**config.mk**
```make
export PLATFORM = sky130hd
export DESIGN_NAME = zero_suppressor
export DESIGN_NICKNAME = d
export VERILOG_FILES = /design/src/rtl/apv_bus_pkg.sv /design/src/rtl/apv_format_pkg.sv /design/src/rtl/zero_suppressor.sv
export SDC_FILE = /design/constraint.sdc
export NUM_CORES = 2
export LEC_CHECK = 0
export ABC_AREA = 0
export BUFFER_PORTS_ARGS = -buffer_cell sky130_fd_sc_hd__buf_2
export CAP_MARGIN = 40
export CORE_UTILIZATION = 55
export DETAILED_ROUTE_END_ITERATION = 10
export PLACE_DENSITY_LB_ADDON = 0.3
export SLEW_MARGIN = 20
export SYNTH_ARGS = -nofsm -noshare
export SYNTH_HDL_FRONTEND = slang
export SYNTH_SLANG_ARGS = --single-unit
```
**constraint.sdc**
```tcl
create_clock -name CLK -period 3.1 [get_ports CLK]
set_input_delay 0.62 -clock CLK [delete_from_list [all_inputs] [get_ports CLK]]
set_output_delay 0.62 -clock CLK [all_outputs]
set_load 0.1 [all_outputs]
```
**src/rtl/apv_bus_pkg.sv**
```systemverilog
// user bus and input stream of the channel, word addresses on a 16-bit bus
// every strobe in these types is a single-cycle pulse
package apv_bus_pkg;

	typedef struct packed {
		logic wr;
		logic [12:0] data;
		logic last;
		logic [11:0] baseline;	// valid with the last word only
	} frame_in_t;

	typedef struct packed {
		logic [15:0] addr;
		logic wr;
		logic rd;
		logic [11:0] wdata;
	} user_bus_t;

	typedef struct packed {
		logic wr;
		logic [6:0] addr;
		logic [11:0] data;
	} thr_write_t;

	localparam logic [15:0] ADDR_FIFO_BASE = 16'h4000;
	localparam logic [15:0] ADDR_FIFO_MASK = 16'hF800;	// window 0x4000..0x47FF
	localparam logic [15:0] ADDR_THR_BASE = 16'hD800;
	localparam logic [15:0] ADDR_THR_MASK = 16'hFF80;	// one word per strip
	localparam logic [15:0] ADDR_WORDCOUNT = 16'hC000;
	localparam logic [15:0] ADDR_STATUS = 16'hC010;

endpackage

```
**src/rtl/apv_format_pkg.sv**
```systemverilog
// word formats of one APV readout channel, 13-bit frame words in and 21-bit tagged words out
// the top two bits of an output word pick its view, 00 marks a header
package apv_format_pkg;

	localparam int N_STRIPS = 128;
	localparam int STRIP_AW = 7;
	localparam int SAMPLE_W = 12;
	localparam int FRAME_W = 13;
	localparam int OUT_W = 21;
	localparam logic [SAMPLE_W-1:0] THR_DISABLED = '1;	// strip switched off

	localparam logic [1:0] TAG_STRIP = 2'b01;
	localparam logic [1:0] TAG_TRAILER_A = 2'b10;
	localparam logic [1:0] TAG_TRAILER_B = 2'b11;

	typedef struct packed {
		logic last;	// trailer word of the frame
		logic [FRAME_W-1:0] data;
	} frame_word_t;

	typedef struct packed {
		logic [2:0] zero;
		logic base_msb;	// baseline bit 11
		logic [FRAME_W-1:0] word;
		logic [3:0] ch_id;
	} header_t;

	typedef struct packed {
		logic [1:0] tag;
		logic [STRIP_AW-1:0] addr;
		logic [SAMPLE_W-1:0] value;	// low bits of the subtracted sample
	} strip_t;

	typedef struct packed {
		logic [1:0] tag;
		logic [1:0] zero;
		logic [4:0] module_id;
		logic [SAMPLE_W-1:0] trailer;
	} trailer_a_t;

	typedef struct packed {
		logic [1:0] tag;
		logic [10:0] base_lo;	// baseline bits 10..0
		logic [7:0] count;	// kept strips plus the two trailers
	} trailer_b_t;

	typedef union packed {
		header_t header;
		strip_t strip;
		trailer_a_t trailer_a;
		trailer_b_t trailer_b;
	} out_word_u;

endpackage

```
**src/rtl/zero_suppressor.sv**
```systemverilog
// one frame at a time, two cycles per strip; a frame starts only once it is complete
// no back-pressure from the output FIFO, words pushed into a full FIFO are lost
module zero_suppressor import apv_format_pkg::*; import apv_bus_pkg::*; #(
	parameter logic [3:0] CH_ID = 4'd0
) (
	input  logic CLK,
	input  logic RSTb,
	input  logic clear,
	input  thr_write_t thr_wr,
	input  logic base_sub_en,
	input  logic [4:0] module_id,
	input  frame_word_t head,
	input  logic [SAMPLE_W-1:0] baseline,
	input  logic frame_ready,
	output logic pop,
	output out_word_u out_word,
	output logic out_push,
	output logic event_done
);
	typedef enum logic [2:0] {
		S_IDLE,
		S_HEADER,
		S_RD_THR,
		S_COMPARE,
		S_TRAILER_A,
		S_TRAILER_B
	} state_t;

	state_t state;
	logic [SAMPLE_W-1:0] thr_ram [N_STRIPS];
	logic [SAMPLE_W-1:0] thr_q;
	logic [STRIP_AW-1:0] strip;
	logic [7:0] word_cnt;
	logic [FRAME_W-1:0] sub_val;
	logic [FRAME_W-1:0] diff;
	logic keep;

	always_ff @(posedge CLK)
	begin
		if (thr_wr.wr)
			thr_ram[thr_wr.addr] <= thr_wr.data;
		thr_q <= thr_ram[strip];	// valid in S_COMPARE
	end

	assign sub_val = base_sub_en ? {1'b0, baseline} : '0;
	assign diff = head.data - sub_val;	// wraps mod 2^13
	assign keep = (thr_q != THR_DISABLED) && (diff > {1'b0, thr_q});

	// header, strip samples and trailer leave the frame buffer
	assign pop = (state == S_HEADER) || (state == S_COMPARE) || (state == S_TRAILER_B);

	always_ff @(posedge CLK)
	begin
		case (state)
			S_HEADER:
			begin
				out_word.header.zero <= '0;
				out_word.header.base_msb <= baseline[SAMPLE_W-1];
				out_word.header.word <= head.data;
				out_word.header.ch_id <= CH_ID;
			end
			S_COMPARE:
			begin
				out_word.strip.tag <= TAG_STRIP;
				out_word.strip.addr <= strip;
				out_word.strip.value <= diff[SAMPLE_W-1:0];
			end
			S_TRAILER_A:
			begin
				out_word.trailer_a.tag <= TAG_TRAILER_A;
				out_word.trailer_a.zero <= '0;
				out_word.trailer_a.module_id <= module_id;
				out_word.trailer_a.trailer <= head.data[SAMPLE_W-1:0];
			end
			S_TRAILER_B:
			begin
				out_word.trailer_b.tag <= TAG_TRAILER_B;
				out_word.trailer_b.base_lo <= baseline[10:0];
				out_word.trailer_b.count <= word_cnt;
			end
			default: out_word <= out_word;
		endcase
	end

	always_ff @(posedge CLK or negedge RSTb)
	begin
		if (!RSTb)
		begin
			state <= S_IDLE;
			strip <= '0;
			word_cnt <= '0;
			out_push <= 1'b0;
			event_done <= 1'b0;
		end
		else if (clear)
		begin
			state <= S_IDLE;
			strip <= '0;
			word_cnt <= '0;
			out_push <= 1'b0;
			event_done <= 1'b0;
		end
		else
		begin
			out_push <= 1'b0;
			event_done <= 1'b0;
			case (state)
				S_IDLE:
				begin
					if (frame_ready)
						state <= S_HEADER;
				end
				S_HEADER:
				begin
					out_push <= 1'b1;
					strip <= '0;
					word_cnt <= 8'd2;	// both trailers count
					state <= S_RD_THR;
				end
				S_RD_THR: state <= S_COMPARE;
				S_COMPARE:
				begin
					out_push <= keep;
					if (keep)
						word_cnt <= word_cnt + 1'b1;
					strip <= strip + 1'b1;
					if (strip == STRIP_AW'(N_STRIPS - 1))
						state <= S_TRAILER_A;	// head is the trailer next
					else
						state <= S_RD_THR;
				end
				S_TRAILER_A:
				begin
					out_push <= 1'b1;
					state <= S_TRAILER_B;
				end
				S_TRAILER_B:
				begin
					out_push <= 1'b1;
					event_done <= 1'b1;	// same cycle as the trailer B push
					state <= S_IDLE;
				end
				default: state <= S_IDLE;
			endcase
		end
	end

endmodule

```
After elaboration in Yosys (flattened, before gate mapping)
Memories as Yosys holds them, arrays and structs flattened. A register that Yosys moved wholly into a read port is not among the register bits.
Cells that the tools add are included.

word-level totals
  memories = 1
  logic and storage cells = 45
  input port bits = 56
  RAM bits = 1,536
  flip-flop bits (word level) = 41
  output and inout port bits = 24

memory list
  name     depth  width  read ports  clocked after memory_dff  write ports  line                   text
  thr_ram  128    12     1           1                         1            zero_suppressor.sv:30  logic [SAMPLE_W-1:0] thr_ram [N_STRIPS];

cells by class
  order comparisons = 1
  mux-type cells = 17
  reductions and logical operators = 8
  $add $sub $neg = 3
  eq/ne operators = 9

operators with widths
  cell                                                                    count
  21-bit one-hot mux with 4 select lines                                  1
  8-bit 2-to-1 mux                                                        2
  8-bit one-hot mux with 2 select lines                                   1
  3-bit one-hot mux with 5 select lines                                   1
  7-bit one-hot mux with 2 select lines                                   1
  13-bit by 12-bit > comparator with 1-bit output                         1
  13-bit by 12-bit subtractor with 13-bit output                          1
  12-bit 2-to-1 mux                                                       1
  12-bit != test (second input constant)                                  1
  3-bit 2-to-1 mux                                                        3
  8-bit by 1-bit adder with 8-bit output (second input constant)          1
  7-bit by 1-bit adder with 7-bit output (second input constant)          1
  7-bit equality test (second input constant)                             1
  7-bit 2-to-1 mux                                                        1
  3-bit by 2-bit equality test with 1-bit output (second input constant)  2
  3-bit equality test (second input constant)                             2
  3-bit != test (second input constant)                                   2
  1-bit 2-to-1 mux                                                        5
  4-bit nonzero test                                                      1
  3-bit by 1-bit equality test with 1-bit output (second input constant)  1
  3-bit logical NOT                                                       1
  3-bit nonzero test                                                      1
  3-bit OR reduction                                                      1
  1-bit logical OR                                                        2
  3 further kinds                                                         3

Logic depth before layout (Yosys ltp)
  word-level depth = 7
  depth in mapped cells = 18

Least setup slack after synthesis
No wires, ideal clock.

  path kind = register -> output
  start point = reg state[0]
  end point = out pop
  stages on the path, launching flop included = 4
  path buffers = 2
  slack = -818 ps
  data arrival time = 3,298 ps
  cells stage by stage = dfrtp_1 -> clkbuf_1 -> clkbuf_1 -> a21boi_0

on the way
  longest elaborated chain between the ends = 3
  elaborated cells on any way between the ends = 5
  classes of those cells = eq/ne (3); reduce/logical (2)

RTL lines
  element                                                                                                           line                    text
  from (decl)                                                                                                       zero_suppressor.sv:29   state_t state;
  from (signal assigned)                                                                                            zero_suppressor.sv:89   state <= S_IDLE;
  from (signal assigned)                                                                                            zero_suppressor.sv:97   state <= S_IDLE;
  from (signal assigned)                                                                                            zero_suppressor.sv:111  state <= S_HEADER;
  3-bit by 1-bit equality test with 1-bit output or 3-bit by 2-bit equality test with 1-bit output (tied branches)  zero_suppressor.sv:50   assign pop = (state == S_HEADER) || (state == S_COMPARE) || (state == S_TRAILER_B);
  1-bit logical OR                                                                                                  zero_suppressor.sv:50
  1-bit logical OR *                                                                                                zero_suppressor.sv:50
  to (decl)                                                                                                         zero_suppressor.sv:15   output logic pop,

Every way passes the cells marked *; elsewhere a longest branch is shown, timed or not.

Final worst setup path
  start point = in base_sub_en
  end point = reg word_cnt[0]

on the way
  longest elaborated chain between the ends = 6

RTL lines
  element                                          line                    text
  from (decl)                                      zero_suppressor.sv:10   input logic base_sub_en,
  12-bit 2-to-1 mux                                zero_suppressor.sv:45   assign sub_val = base_sub_en ? {1'b0, baseline} : '0;
  13-bit by 12-bit subtractor with 13-bit output   zero_suppressor.sv:46   assign diff = head.data - sub_val;
  13-bit by 12-bit > comparator with 1-bit output  zero_suppressor.sv:47   assign keep = (thr_q != THR_DISABLED) && (diff > {1'b0, thr_q});
  1-bit logical AND                                zero_suppressor.sv:47
  3-bit != test (no source line)                   --
  2-bit AND reduction (no source line)             --
  to (signal assigned)                             zero_suppressor.sv:125  word_cnt <= word_cnt + 1'b1;
  to (decl)                                        zero_suppressor.sv:33   logic [7:0] word_cnt;

No other way between the ends.
A chain may end at the register's enable or synchronous reset.

==> flow_summary.json <==
{
  "outcome": "finished with violations",
  "violations": "negative setup slack",
  "grt_pass1_wl_um": 216000,
  "wl_um": 147000,
  "fin_ws_ns": -0.0551,
  "final_antenna_net_count": 0,
  "grt_max_degree": 129,
  "vias_per_cell": 6.41,
  "nNetsFinal": 3281,
  "timing.final.crit_share_pct": 102,
  "fp.dieH_um": 339,
  "dpl.cell_count": 4526,
  "crit_path_start_kind": "primary input",
  "slowest_delay_ns": 0.48,
  "clock-sinks": 1589,
  "drt_iter0_drc": 3575,
  "worstSetupPathType": "primary input to register",
  "post-dp-hpwl_um": 89900,
  "via_count": 30900,
  "use_met2_pct": 40.8,
  "insertion_delay_ns": 0.77,
  "synth-edff-count": 1557,
  "synth-seq-cells": 1589,
  "setup_viol": 8,
  "grt_pass1_vias": 31500,
  "max_cap_viol_count": 0,
  "met1_usage_pct": 36.8,
  "hold_viol": 0,
  "post_drt_wl_per_cell_um": 30.5,
  "cts_buffers": 156,
  "cts_tree": "yes",
  "core-area_sq_um": 112000,
  "crit_arrival_ns": 3.80,
  "yosys_warnings": 0,
  "syn_to_final_growth_pct": 15.5,
  "syn_area_per_cell_sq_um": 22.3,
  "drive_gt1_share_pct": 33.8,
  "die_area_sq_um": 115000,
  "initial_core_util_pct": 55.4,
  "finalMaxSlewViolations": 0,
  "max-slew-margin-rel_pct": 43.2,
  "rsz0062_at_grt": "yes",
  "antenna_found_initial": 9,
  "worst_pin_slew_ns": 0.849,
  "gr-usage-all-layers_pct": 26.1,
  "gr-usage-met3_pct": 5.99,
  "clock_path_buffers": 3,
  "die_w_um": 339,
  "io_buffers": 78,
  "timing.fmax_mhz": 317,
  "grt_overflow": 0,
  "setup_tns_ns": -0.252,
  "cp_common_cell": "buf_6",
  "htree_levels": 4,
  "post_dp_cell_area_sq_um": 66600,
  "top_usage_layer": "met2",
  "cts.clk_slew.worst_paths_ns": 0.06,
  "fillCellCount": 7154,
  "fin_worst_skew_ns": 0.0239,
  "syn-cell-area_sq_um": 62300,
  "dr.pass1.iters": 5,
  "yosysUniqueCellTypes": 61,
  "instances_no_fill": 4827,
  "num_rows": 123,
  "crit_required_ns": 3.74,
  "critPathSlowestCell": "or4_1",
  "cts_root_buffer": "clkbuf_16",
  "ys_async_sr_fraction_pct": 1.26,
  "syn-instance-count": 2801,
  "stdcell_area_sq_um": 72000,
  "place_ws_ns": -1.05,
  "yosysSeqAreaShare_pct": 76.2,
  "leakagePower_nw": 22.5,
  "drcViolationCount": 0,
  "endpoint_kind": "register",
  "cp_max_fo": 6,
  "power.density_nw_per_um2": 614,
  "ios": 80,
  "hold_class": "primary input to register",
  "min_period_ns": 3.16,
  "synth_fp_nets": 2884,
  "synthFlopType": "edfxtp_1",
  "place.gp.congestion": 0.924,
  "vdd_drop_max_mv": 0.583,
  "critical_path.cell_chain": "buf_6 -> buf_6 -> buf_4 -> nand2_1 -> ha_1 -> o21a_1 -> o21ai_2 -> a211oi_2 -> o31ai_2 -> xnor2_1 -> ha_1 -> nand3_1 -> or4_1 -> o221ai_2 -> a311oi_4 -> buf_6 -> buf_4 -> nand2_4 -> o21bai_2"
}
[kinds of logic (layout without fill, tap and decap cells)]
| family | Yosys count | count (layout) | share of synthesized area (%) |
|---|---|---|---|
| DFF | 1589 | 1589 | 76.2 |
| muxes | 521 | 521 | 17.5 |
| and+or+nand+nor | 317 | 317 | 2.29 |
| buffers and inverters | 174 | 695 | 1.41 |
| AOI/OAI and AO/OA | 163 | 163 | 1.89 |
| adders and majority gates | 27 | 27 | 0.554 |
| xor gates and xnor gates | 10 | 10 | 0.141 |
| other | 0 | 5 | 0 |
[final timing paths]
check | start | cells after the start | slack, ns | endpoint
hold / removal | clear | 2 | 0.18 | out_push
hold reg to reg | word_cnt[7] | 1 | 0.56 | word_cnt[7]
setup reg to reg | strip[0] | 7 | 0.10 | thr_q[5]
max in group asynchronous | RSTb | 2 | 2.40 | strip[3]
setup / recovery | base_sub_en | 19 | -0.06 | word_cnt[0]
min in group asynchronous | RSTb | 2 | 0.34 | event_done
[power by group]
group | total (mW) | switching, mW | internal [mW]
clock | 18.7 | 7.91 | 10.8
combinational | 1.75 | 1.10 | 0.644
sequential | 23.7 | 0.0378 | 23.7
[Yosys cell counts, drive strengths merged (3+ instances only)]
library cell | count | area share (%)
dfxtp | 12 | 0.39
nor2b | 23 | 0.23
nor3 | 14 | 0.11
and3 | 4 | 0.040
nand2 | 59 | 0.37
nand3 | 22 | 0.18
xnor2 | 8 | 0.11
or3 | 7 | 0.070
o22ai | 29 | 0.29
mux2i | 65 | 1.0
inv | 23 | 0.14
a32o | 3 | 0.048
ha | 26 | 0.52
mux4 | 456 | 16
buf | 92 | 0.92
edfxtp | 1557 | 75
and2 | 4 | 0.040
clkbuf | 59 | 0.36
a211oi | 14 | 0.17
nand4 | 8 | 0.080
o221a | 7 | 0.13
o2bb2ai | 4 | 0.086
a21o | 9 | 0.11
dfrtp | 20 | 0.80
o21a | 3 | 0.036
a221o | 4 | 0.064
a31oi | 3 | 0.030
nor4 | 13 | 0.13
nand2b | 6 | 0.060
a22oi | 24 | 0.29
nor3b | 3 | 0.036
or2 | 4 | 0.040
nor2 | 149 | 0.90
a21oi | 22 | 0.18
o21ai | 23 | 0.18
[layout by cell type, fill, tap and decap left out, types with 9 or more instances in the layout]
| master | n |
|---|---|
| edfxtp_1 | 1557 |
| mux4_2 | 456 |
| buf_4 | 280 |
| clkbuf_16 | 158 |
| nor2_1 | 149 |
| mux2i_1 | 65 |
| buf_2 | 64 |
| nand2_1 | 57 |
| buf_12 | 38 |
| clkinv_1 | 33 |
| o22ai_1 | 29 |
| clkbuf_1 | 27 |
| a22oi_1 | 24 |
| clkinv_2 | 23 |
| nor2b_1 | 22 |
| inv_1 | 21 |
| nand3_1 | 21 |
| ha_1 | 21 |
| o21ai_0 | 17 |
| a21oi_1 | 17 |
| bufinv_16 | 17 |
| dfrtp_1 | 16 |
| a211oi_1 | 13 |
| nor4_1 | 12 |
| dfxtp_1 | 12 |
| a21o_1 | 9 |
[worst max-delay path, delay by kind of cell]
kind / cells / cell delay (ns)
AND/OR/NAND/NOR: 4 / 0.69
adder cells (fa/ha/maj): 2 / 0.67
XOR/XNOR: 1 / 0.18
AO/OA/AOI/OAI: 7 / 1.02
buffers and inverters: 5 / 0.59
[flip-flops by register name, indices dropped and copies added, names as in the netlist]
name        cells
event_done      1
out_push        1
out_word       21
state           3
strip           7
thr_q          12
thr_ram      1536
word_cnt        8
[final cells by class]
class | instances | area (sq um) | area share (%)
Clock buffer | 186 | 4070 | 5.65
Multi-Input combinational cell | 1038 | 14100 | 19.6
Antenna cell | 5 | 12.5 | 0.0174
Timing Repair Buffer | 390 | 3300 | 4.59
Sequential cell | 1589 | 47500 | 66.0
Inverter | 23 | 86.3 | 0.120
Tap cell | 1500 | 1880 | 2.61
Clock inverter | 96 | 1000 | 1.39
[per-layer routing]
layer,vias to the layer above,wire length (um),part of all wire [%]
li1,12700,-,-
met2,1633,71300,48
met4,10,4590,3.1
met1,16400,57500,39
met3,260,13800,9.3
met5,-,57,0.039
[stage by stage]
stage          hold WS (ns)  total power [mW]  util (%)
6_report              0.178              44.2      64.0
5_1_grt               0.179              45.3      64.0
4_1_cts               0.130              44.4      63.9
3_5_place_dp          0.546              25.9      59.2
3_3_place_gp          0.524              25.8      59.2
2_1_floorplan         0.324              25.0         -
[what timing repair did]
action / 4_1_cts / 5_1_grt
pin swaps: 21 / 21
gates cloned: 0 / 0
endpoints found under the hold margin: 20 / 0
endpoints found under the setup margin: 9 / 10
resized for setup: 12 / 21
hold buffers: 1 / 0
buffers inserted: 10 / 3
No activity file was read; power rests on OpenSTA's default activity.
